[config.mk]
export PLATFORM = sky130hd
export DESIGN_NAME = gmii_rx_mac
export DESIGN_NICKNAME = d
export VERILOG_FILES = /design/src/source/axis_pkg.sv /design/src/source/gmii_pkg.sv /design/src/source/gmii_rx_mac.sv /design/src/source/axis_error_filter.sv /design/src/source/gmii_rx_framer.sv
export VERILOG_INCLUDE_DIRS = /design/src /design/src/source
export SDC_FILE = /design/constraint.sdc
export NUM_CORES = 1
export LEC_CHECK = 0
export ABC_AREA = 0
export BUFFER_PORTS_ARGS = -buffer_cell sky130_fd_sc_hd__buf_2
export CORE_MARGIN = 2
export CORE_UTILIZATION = 40
export CTS_CLUSTER_SIZE = 28
export DETAILED_ROUTE_END_ITERATION = 12
export PLACE_DENSITY = 0.63
export SYNTH_ARGS = -nofsm -noshare
export SYNTH_HDL_FRONTEND = slang
export SYNTH_SLANG_ARGS = --single-unit
[constraint.sdc]
create_clock -name i_eth_clk -period 6.7 [get_ports i_eth_clk]
set_input_delay 1.005 -clock i_eth_clk [delete_from_list [all_inputs] [get_ports i_eth_clk]]
set_output_delay 1.005 -clock i_eth_clk [all_outputs]
set_load 0.1 [all_outputs]
[src/source/eth_macros.svh]
/*
 * Ethernet receive MAC build constants
 * Stream word width, frame FIFO depth and GMII line framing bytes
 */

`ifndef ETH_MACROS_SVH
`define ETH_MACROS_SVH

// Number of frame bytes carried by one output stream word
`define ETH_AXIS_BYTES 2

// The frame FIFO holds 2**N words, so 64 words of 2 bytes give 128 bytes
`define ETH_FIFO_LOG2_DEPTH 6

// Every GMII frame starts with a run of preamble bytes
`define ETH_PREAMBLE_BYTE 8'h55

// The start-of-frame delimiter closes the preamble
`define ETH_SFD_BYTE 8'hD5

`endif
[src/source/axis_pkg.sv]
/*
 * Stream-side types
 * Keep mask of an output word and the error filter write-side states
 */

`include "eth_macros.svh"

package axis_pkg;

	// One bit per byte lane of a stream word, set where the lane holds frame data
	typedef logic [`ETH_AXIS_BYTES-1:0] keep_t;

	// ACCEPT stores words of the current frame
	// DISCARD drops the rest of a frame that overflowed the FIFO
	typedef enum logic
	{
		ACCEPT,
		DISCARD
	} filter_state_t;

endpackage

[src/source/gmii_pkg.sv]
/*
 * GMII line-side types
 * Line byte type, framing byte constants and the framer state encoding
 */

`include "eth_macros.svh"

package gmii_pkg;

	// One byte as it appears on the GMII receive data lines
	typedef logic [7:0] gmii_byte_t;

	// Framing bytes that precede the destination address
	localparam gmii_byte_t GMII_PREAMBLE = `ETH_PREAMBLE_BYTE;
	localparam gmii_byte_t GMII_SFD      = `ETH_SFD_BYTE;

	// Framer states, from waiting on an idle line up to passing payload
	typedef enum logic [1:0]
	{
		WAIT_IDLE,
		PREAMBLE,
		SFD,
		PAYLOAD
	} rx_state_t;

endpackage

[src/source/gmii_rx_mac.sv]
/*
 * Gigabit Ethernet receive MAC
 * GMII framer followed by a frame error filter, all on eth_clk
 */

`timescale 1ns/1ns
`include "eth_macros.svh"

module gmii_rx_mac
(
	input  logic                         i_eth_clk,
	input  logic                         i_eth_sresetn,
	input  gmii_pkg::gmii_byte_t         i_gmii_rxd,
	input  logic                         i_gmii_rxdv,
	input  logic                         i_gmii_rxer,
	output logic                         o_axis_tvalid,
	output logic [8*`ETH_AXIS_BYTES-1:0] o_axis_tdata,
	output axis_pkg::keep_t              o_axis_tkeep,
	output logic                         o_axis_tlast
);
	import axis_pkg::*;

	// Packed words from the framer, one strobe per word
	logic                         frm_valid;
	logic [8*`ETH_AXIS_BYTES-1:0] frm_data;
	keep_t                        frm_keep;
	logic                         frm_last;
	logic                         frm_error;

	gmii_rx_framer
	#(
		.BYTES(`ETH_AXIS_BYTES)
	) framer0 (
		.i_eth_clk(i_eth_clk),
		.i_eth_sresetn(i_eth_sresetn),
		.i_gmii_rxd(i_gmii_rxd),
		.i_gmii_rxdv(i_gmii_rxdv),
		.i_gmii_rxer(i_gmii_rxer),
		.o_valid(frm_valid),
		.o_data(frm_data),
		.o_keep(frm_keep),
		.o_last(frm_last),
		.o_error(frm_error)
	);

	// Holds each frame back until it is known to be complete and error free
	axis_error_filter
	#(
		.BYTES(`ETH_AXIS_BYTES),
		.LOG2_DEPTH(`ETH_FIFO_LOG2_DEPTH)
	) filter0 (
		.i_eth_clk(i_eth_clk),
		.i_eth_sresetn(i_eth_sresetn),
		.i_valid(frm_valid),
		.i_data(frm_data),
		.i_keep(frm_keep),
		.i_last(frm_last),
		.i_error(frm_error),
		.o_axis_tvalid(o_axis_tvalid),
		.o_axis_tdata(o_axis_tdata),
		.o_axis_tkeep(o_axis_tkeep),
		.o_axis_tlast(o_axis_tlast)
	);

endmodule

[src/source/axis_error_filter.sv]
/*
 * Frame error filter
 * Buffers each frame in a FIFO and releases it only once it has arrived
 * complete and error free, otherwise the whole frame is rolled back
 */

`timescale 1ns/1ns
`include "eth_macros.svh"

module axis_error_filter
#(
	parameter int BYTES      = `ETH_AXIS_BYTES,
	parameter int LOG2_DEPTH = `ETH_FIFO_LOG2_DEPTH
)
(
	input  logic               i_eth_clk,
	input  logic               i_eth_sresetn,
	input  logic               i_valid,
	input  logic [8*BYTES-1:0] i_data,
	input  axis_pkg::keep_t    i_keep,
	input  logic               i_last,
	input  logic               i_error,
	output logic               o_axis_tvalid,
	output logic [8*BYTES-1:0] o_axis_tdata,
	output axis_pkg::keep_t    o_axis_tkeep,
	output logic               o_axis_tlast
);
	import axis_pkg::*;

	localparam int DEPTH = 1 << LOG2_DEPTH;

	// Word storage, split per field
	logic [8*BYTES-1:0] mem_data [DEPTH];
	keep_t              mem_keep [DEPTH];
	logic               mem_last [DEPTH];

	// Words between rd_ptr and commit_ptr belong to complete good frames
	// Words between commit_ptr and wr_ptr belong to the frame still arriving
	logic [LOG2_DEPTH-1:0] wr_ptr;
	logic [LOG2_DEPTH-1:0] commit_ptr;
	logic [LOG2_DEPTH-1:0] rd_ptr;
	filter_state_t         state;
	logic                  full;
	logic                  wr_en;

	always_comb
	begin
		// One slot stays free so that equal pointers always mean empty
		full  = ((wr_ptr + 1'b1) == rd_ptr);
		wr_en = i_valid && (state == ACCEPT) && !i_error && !full;
	end

	always_ff @(posedge i_eth_clk)
	begin
		if (wr_en)
		begin
			mem_data[wr_ptr] <= i_data;
			mem_keep[wr_ptr] <= i_keep;
			mem_last[wr_ptr] <= i_last;
		end
	end

	// Write side, with commit on a good last word and rollback otherwise
	always_ff @(posedge i_eth_clk)
	begin
		if (!i_eth_sresetn)
		begin
			state      <= ACCEPT;
			wr_ptr     <= '0;
			commit_ptr <= '0;
		end
		else if (i_valid)
		begin
			case (state)
				ACCEPT:
				begin
					if (i_error)
					begin
						// Errored frame, forget every word stored for it
						wr_ptr <= commit_ptr;
					end
					else if (full)
					begin
						// Frame does not fit, drop what is stored and skip the rest
						wr_ptr <= commit_ptr;
						if (!i_last)
							state <= DISCARD;
					end
					else
					begin
						wr_ptr <= wr_ptr + 1'b1;
						if (i_last)
							commit_ptr <= wr_ptr + 1'b1;
					end
				end

				DISCARD:
				begin
					// The last word of the dropped frame is dropped as well
					if (i_last)
						state <= ACCEPT;
				end

				default:
					state <= ACCEPT;
			endcase
		end
	end

	// Read side emits one committed word per cycle with no back-pressure
	assign o_axis_tvalid = (rd_ptr != commit_ptr);
	assign o_axis_tdata  = mem_data[rd_ptr];
	assign o_axis_tkeep  = mem_keep[rd_ptr];
	assign o_axis_tlast  = mem_last[rd_ptr];

	always_ff @(posedge i_eth_clk)
	begin
		if (!i_eth_sresetn)
			rd_ptr <= '0;
		else if (o_axis_tvalid)
			rd_ptr <= rd_ptr + 1'b1;
	end

endmodule

[src/source/gmii_rx_framer.sv]
/*
 * GMII receive framer
 * Registers the line, checks the preamble and SFD, strips them and packs
 * the frame bytes into stream words with keep, last and error flags
 */

`timescale 1ns/1ns
`include "eth_macros.svh"

module gmii_rx_framer
#(
	parameter int BYTES = `ETH_AXIS_BYTES
)
(
	input  logic                 i_eth_clk,
	input  logic                 i_eth_sresetn,
	input  gmii_pkg::gmii_byte_t i_gmii_rxd,
	input  logic                 i_gmii_rxdv,
	input  logic                 i_gmii_rxer,
	output logic                 o_valid,
	output logic [8*BYTES-1:0]   o_data,
	output axis_pkg::keep_t      o_keep,
	output logic                 o_last,
	output logic                 o_error
);
	import gmii_pkg::*;
	import axis_pkg::*;

	localparam int                LANE_W   = (BYTES > 1) ? $clog2(BYTES) : 1;
	localparam logic [LANE_W-1:0] LANE_MAX = LANE_W'(BYTES - 1);

	gmii_byte_t         rx_data;
	logic               rx_dv;
	logic               rx_er;
	rx_state_t          state;
	logic [LANE_W-1:0]  lane;
	keep_t              keep_acc;
	keep_t              keep_next;
	logic [8*BYTES-1:0] word_next;
	logic               word_full;
	logic               last_byte;
	logic               strobe;

	// One register stage on the line, the FSM works on the registered byte
	always_ff @(posedge i_eth_clk)
	begin
		rx_data <= i_gmii_rxd;
		if (!i_eth_sresetn)
		begin
			rx_dv <= 1'b0;
			rx_er <= 1'b0;
		end
		else
		begin
			rx_dv <= i_gmii_rxdv;
			rx_er <= i_gmii_rxer;
		end
	end

	always_comb
	begin
		// A new word starts from zero so unused lanes read as zero
		word_next = (lane == '0) ? '0 : o_data;
		word_next[int'(lane) * 8 +: 8] = rx_data;
		keep_next = keep_acc | (keep_t'(1) << lane);
		word_full = (lane == LANE_MAX);
		// The live line is one byte ahead, so it already tells whether the
		// registered byte is the final one of the frame
		last_byte = !i_gmii_rxdv;
		strobe    = word_full || last_byte || rx_er;
	end

	always_ff @(posedge i_eth_clk)
	begin
		if (!i_eth_sresetn)
		begin
			state    <= WAIT_IDLE;
			lane     <= '0;
			keep_acc <= '0;
			o_valid  <= 1'b0;
		end
		else
		begin
			o_valid <= 1'b0;
			case (state)
				// Only an idle line guarantees the next valid byte opens a frame
				WAIT_IDLE:
				begin
					if (!rx_dv)
						state <= PREAMBLE;
				end

				// The first valid byte must be preamble
				PREAMBLE:
				begin
					if (rx_dv)
						state <= (rx_data == GMII_PREAMBLE) ? SFD : WAIT_IDLE;
				end

				// More preamble is allowed until the SFD, anything else aborts
				SFD:
				begin
					if (!rx_dv)
						state <= WAIT_IDLE;
					else if (rx_data == GMII_SFD)
						state <= PAYLOAD;
					else if (rx_data != GMII_PREAMBLE)
						state <= WAIT_IDLE;
				end

				PAYLOAD:
				begin
					if (!rx_dv)
					begin
						// Frame stopped right after the SFD, there is nothing to send
						state <= PREAMBLE;
					end
					else
					begin
						o_data  <= word_next;
						o_keep  <= keep_next;
						o_last  <= last_byte || rx_er;
						o_error <= rx_er;
						if (strobe)
						begin
							o_valid  <= 1'b1;
							lane     <= '0;
							keep_acc <= '0;
						end
						else
						begin
							lane     <= lane + 1'b1;
							keep_acc <= keep_next;
						end
						// After rxer the line may still carry frame bytes, so wait for idle
						if (rx_er)
							state <= WAIT_IDLE;
						else if (last_byte)
							state <= PREAMBLE;
					end
				end

				default:
					state <= WAIT_IDLE;
			endcase
		end
	end

endmodule

==> impl_metrics.toml, run 1 <==
[logic_synthesis]
synth_top_area_share_pct = 76.0
synthCells = 2071
synth_nets = 2085
synth_area_um2 = 48800
ys_ff_latch = 1277
seq_area_frac_synth_pct = 77.7
synth_cell_types = 45
post-synth-top-area-cell = "edfxtp_1"
syn_area_per_cell_um2 = 23.6
yosysWarnings = 0
synth.top_cells.by_area = "edfxtp_1, mux4_2, dfxtp_1, nor2_1, clkbuf_1"

[run_status]
status = "finished clean"

[cts]
cts_setup_buffers = 0
holdBufCountCts = 0
h-tree-depth = 4
cts_buffers = 131
clkTransAtPathRegs_ns = 0.05
tritoncts = "done"
cts_sinks = 1277
clk_path_buf_depth = 3
cts-root-buf = "clkbuf_16"
post_cts_resized = 0
insertion_delay_ns = 0.75

[drt]
routed_wl_mm = 114
wl_per_cell_um = 29.1
drc_errors = 0
ant_nets = 0
num_vias = 22100
drt_iter0_markers = 2747
drt-pass1-iter-count = 5
vias_per_cell = 5.65

[place]
place_hpwl_mm = 62.9
gp_congestion = 0.755
place_inst = 3687
port_buffers = 31

[timing]
finalCriticalPeriod_ns = 5.46
relSlewSlack_pct = 25.5
fmax_ghz = 0.183
drv_slew = 0
tightest_slew_ns = 1.12
setup_viol_count_final = 0
fin_skew_ns = 0.0324
hold_viol = 0
period_share_pct = 81.5
tns_ns = 0
rsz0062_at_grt = "false"

[global_route]
use_met2_pct = 30.1
grt_pass1_wl_mm = 165
overflow = 0
met1_usage_pct = 24.9
grt_pass1_vias = 23300
antenna_found_initial = 3
grt_max_degree = 67
grt_use_met3_pct = 3.68
grt.busiest_layer = "met2"
gr-usage-all-layers_pct = 18.3

[setup_path]
required_ns = 5.69
critPathKind = "flip-flop to output pin"
cp.arrival_ns = 4.45
cp_max_fo = 62
critPathLaunchType = "flip-flop"
end_kind = "output pin"
r2r_cells = 8

[floorplanning]
fp.dieH_um = 353
start_util_pct = 40.2
dieArea_um2 = 125000
fp.dieW_um = 353
io_pins = 32
core_um2 = 122000
num_rows = 128

[finish]
utilization_pct = 45.7
fin_nets = 2209
syn2layout_area_growth_pct = 13.7
final_layout_size_suffix_gt1_share_pct = 32.0
final_cells = 3918

[worst_hold_path]
hold_depth = 1
hp-class = "input port to flip-flop"

[job]
cap_violations = 0

[power_and_ir_drop]
ir_drop_mv = 0.245
pwr_density_cell_nw_per_um2 = 305
leakage_nw = 16.5
[layout make-up]
type,instances,area [um2]
repair buffers,103,808
clock buffers,167,3500
fillers,9888,66000
diodes,1,2.50
clock inverters,63,473
multi-input cells,677,10800
inverters,5,18.8
flip-flops and latches,1277,38000
well taps,1625,2030
[cells in the mapped netlist (all sizes together)]
cell type and instances:
nor3b 1, and2 13, nor4bb 1, edfxtp 1236
or2 2, inv 5, buf 62, a211oi 11
xnor3 1, clkbuf 50, and3 2, nand4b 4
mux2 1, mux4 380, a31oi 1, nor2 82
nor2b 23, a221oi 2, ha 2, a2bb2oi 2
nand2 30, xnor2 15, mux2i 16, nand3 8
nor3 3, and4b 1, nand2b 3, or3b 2
and4 1, o211a 1, nand4 7, xor2 6
a22oi 19, a21oi 20, dfxtp 41, o21ai 9
or3 3, nand3b 5
[critical path: stages (launching register included)]
cell and delay, ns:
dfxtp_4 1.07, buf_4 0.43, mux4_2 0.34, mux4_2 0.52, mux2i_1 0.64, a21oi_1 0.29
buf_2 0.36
[per-stage QoR]
step / power, W / setup slack (ns) / hold WS (ns) / instance area (um2)
final: 0.0170 / 1.24 / 0.377 / 55500
after global placement: 0.0103 / 2.03 / 0.432 / 51600
after floorplan: 0.0100 / 2.54 / 0.422 / 48800
after global routing: 0.0175 / 1.05 / 0.353 / 55500
after CTS: 0.0171 / 1.22 / 0.339 / 55500
after detailed placement: 0.0103 / 2.02 / 0.450 / 51600
[power breakdown]
| part | leakage [nW] | internal [W] | switching (W) |
|---|---|---|---|
| clock | 1.93 | 0.00385 | 0.00298 |
| combinational | 3.06 | 0.000759 | 0.000693 |
| sequential | 11.5 | 0.00863 | 0.0000472 |
[logic make-up after synthesis]
kind of cell | share of synthesized area [%]
DFF | 77.7
adders and majority gates | 0.0512
xor gates and xnor gates | 0.423
muxes | 17.9
buffers and inverters | 1.18
AOI/OAI and AO/OA | 0.871
and+or+nand+nor | 1.94
[routing by layer]
metal	wire length [um]	vias up
met2	56500	879
met3	8120	173
met5	0	-
met4	2510	0
li1	-	9071
met1	46700	12000
[worst paths after layout]
| check | start | to | slack, ns |
|---|---|---|---|
| max | flip-flop | o_axis_tdata[3] | 1.24 |
| min | i_gmii_rxd[0] | framer0.rx_data[0]$_DFF_P_ | 0.38 |
| max reg2reg | filter0.wr_ptr[0]$_SDFFE_PN0P_ | filter0.mem_keep[37][0]$_DFFE_PP_ | 2.34 |
| min reg2reg | framer0.keep_acc[1]$_SDFFE_PN0P_ | framer0.keep_acc[1]$_SDFFE_PN0P_ | 0.46 |
[registers in the layout (all words and copies together) (netlist names), 2 cells and up, named ones only]
| register | cells |
|---|---|
| filter0.mem_data | 1024 |
| filter0.mem_keep | 128 |
| filter0.mem_last | 64 |
| framer0.o_data | 16 |
| framer0.rx_data | 8 |
| filter0.commit_ptr | 6 |
| filter0.rd_ptr | 6 |
| filter0.wr_ptr | 6 |
| framer0.keep_acc | 2 |
| framer0.o_keep | 2 |
| framer0.state | 2 |
[cells in the final DEF, fill, tap and decap left out, types with 7 or more instances in the layout]
cell type,instances
nor2b_1,23
and2_1,13
clkbuf_16,135
edfxtp_1,1236
nor2_4,54
nand2_1,30
mux2i_1,16
xnor2_1,15
buf_12,9
dfxtp_1,36
nand4_1,7
buf_2,31
a211oi_1,11
nor2_2,10
buf_4,63
nor2_1,18
a21oi_1,19
mux4_2,380
clkbuf_1,32
a22oi_1,19
clkinv_1,25
nand3_1,8
clkinv_2,19
No activity file was read; power rests on OpenSTA's default activity.
==> run 2: changes to the inputs <==
- PLACE_DENSITY: 0.63 -> 0.65
- clock period: 6.7 -> 4.8 ns (I/O delays scaled with it)
==> impl_metrics.toml, run 2 (same netlist as run 1, synthesis figures left out) <==
[drt]
drt-pass1-iter-count = 5
routed_wl_mm = 112
wl_per_cell_um = 28.3
vias_per_cell = 5.73
num_vias = 22800
drt_iter0_markers = 2903
drc_errors = 0
ant_nets = 0

[power_and_ir_drop]
power.switching_w = 0.00511
pwr_density_cell_nw_per_um2 = 426
p_int_w = 0.0187
p_total_w = 0.0238
pwr-share-comb_pct = 8.5
p_clk_share_pct = 40.7
p_seq_share_pct = 50.7
switching_share_pct = 21.5
leakage_nw = 16.8
ir_drop_mv = 0.363

[cts]
tritoncts = "done"
cts_sinks = 1277
h-tree-depth = 4
cts-root-buf = "clkbuf_16"
cts_buffers = 130
insertion_delay_ns = 0.73
clk_path_buf_depth = 3
clkTransAtPathRegs_ns = 0.06
holdBufCountCts = 0

[floorplanning]
core_um2 = 122000
io_pins = 32
fp.dieW_um = 353
num_rows = 128
start_util_pct = 40.2
dieArea_um2 = 125000
fp.dieH_um = 353

[timing]
finalCriticalPeriod_ns = 4.61
tns_ns = 0
period_share_pct = 96.0
fin_skew_ns = 0.0232
fmax_ghz = 0.217
relSlewSlack_pct = 21.8
drv_slew = 0
rsz0062_at_grt = "false"
hold_viol = 0
setup_viol_count_final = 0
tightest_slew_ns = 1.16

[setup_path]
worstSetupEndpoint = "o_axis_tdata[4]"
r2r-end = "filter0.mem_data[34][2]$_DFFE_PP_"
cpMaxStageDelayCell = "a211oi_1"
rrSetupSlack_ns = 0.85
required_ns = 4.08
critPathLaunchType = "flip-flop"
end_kind = "output pin"
cp.arrival_ns = 3.89
r2r-start = "filter0.wr_ptr[2]$_SDFFE_PN0P_"
crit_family = "multiplexers"
cp_max_fo = 30
cp.buffers_inverters = 2
critPathKind = "flip-flop to output pin"
cp.depth = 7
r2r_cells = 7
crit_top_cell = "mux4_2"
path_cells = "buf_12 -> mux4_2 -> mux4_2 -> nor2b_1 -> a211oi_1 -> a21oi_1 -> buf_2"
max_stage_delay_ns = 0.65

[place]
place_hpwl_mm = 61.2
port_buffers = 31
gp_congestion = 0.771
placed_cell_area_um2 = 51700

[finish]
fillers = 9778
top_register = "filter0.mem_data"
largest_reg_flops = 1024
final_layout_size_suffix_gt1_share_pct = 33.4
mostFrequentLayoutCell = "edfxtp_1"
layout_common_cells = "edfxtp_1, mux4_2, clkbuf_16"
top_regs = "filter0.mem_data: 1024 flops, filter0.mem_keep: 128 flops, filter0.mem_last: 64 flops"
final_design_area_no_fill_um2 = 55800
syn2layout_area_growth_pct = 14.3
register_area_um2 = 38000
fin_nets = 2261
multiInputGateArea_um2 = 10500
utilization_pct = 45.9

[global_route]
grt_max_degree = 123
overflow = 0
antenna_found_initial = 5
grt_pass1_vias = 23100
grt_pass1_wl_mm = 164
gr-usage-all-layers_pct = 18.1

[worst_hold_path]
hp-class = "input port to flip-flop"

[job]
cap_violations = 0

[run_status]
status = "finished clean"
[run 2: cell count changes in the layout (fill, tap and decap cells not counted), moves of 3 or more]
cell / previous run / this run
buf_4: 63 / 113
nor2_2: 10 / 64
nor2_4: 54 / 0
clkbuf_1: 32 / 37
bufinv_16: 4 / 7
[run 2: worst min-delay path by stage]
stage | start | endpoint | slack (ns) | cells after the start
final | i_gmii_rxd[5] | framer0.rx_data[5]$_DFF_P_ | 0.11 | 1
after global routing | i_gmii_rxd[1] | framer0.rx_data[1]$_DFF_P_ | 0.08 | 1
after CTS | i_gmii_rxd[5] | framer0.rx_data[5]$_DFF_P_ | 0.07 | 1
after detailed placement | framer0.keep_acc[0]$_SDFFE_PN0P_ | framer0.keep_acc[0]$_SDFFE_PN0P_ | 0.46 | 2
after global placement | framer0.keep_acc[1]$_SDFFE_PN0P_ | framer0.keep_acc[1]$_SDFFE_PN0P_ | 0.43 | 1
after floorplan | framer0.rx_er$_SDFF_PN0_ | framer0.o_error$_DFFE_PP_ | 0.42 | 0
[run 2: timing repair]
action,in CTS,in global routing
resized for setup,0,1
buffers inserted,0,0
endpoints found under the setup margin,0,2
[run 2: final cells by class]
cell class                      count  area share [%]
Sequential cell                  1277            68.0
Multi-Input combinational cell    677            18.8
Clock buffer                      173            6.34
Tap cell                         1625            3.64
Timing Repair Buffer              156            2.22
Clock inverter                     64           0.997
Inverter                            5          0.0336
Antenna cell                        2         0.00896
[run 2: power by group through the flow]
stage               clock network (W)  logic (W)  registers [W]
global route                   0.0103    0.00216         0.0121
global placement                    0    0.00204         0.0123
detailed placement                  0    0.00206         0.0123
finish                        0.00969    0.00202         0.0121
CTS                           0.00985    0.00207         0.0121
floorplan                           0    0.00171         0.0123
[run 2: stage by stage]
step | setup WS, ns | hold WS [ns] | instances
finish | 0.193 | 0.113 | 3979
global route | 0.0501 | 0.0795 | 3977
CTS | 0.0369 | 0.0732 | 3976
detailed placement | 0.816 | 0.456 | 3739
global placement | 0.905 | 0.431 | 3739
floorplan | 0.928 | 0.422 | 2071
[run 2: layer usage]
layer | vias to the layer above | global-route usage (%) | wire (um)
met5 | - | 0 | 0
met3 | 136 | 3.11 | 9900
li1 | 9184 | - | -
met4 | 0 | 4.83 | 2230
met2 | 1055 | 28.4 | 54000
met1 | 12400 | 26.5 | 46400
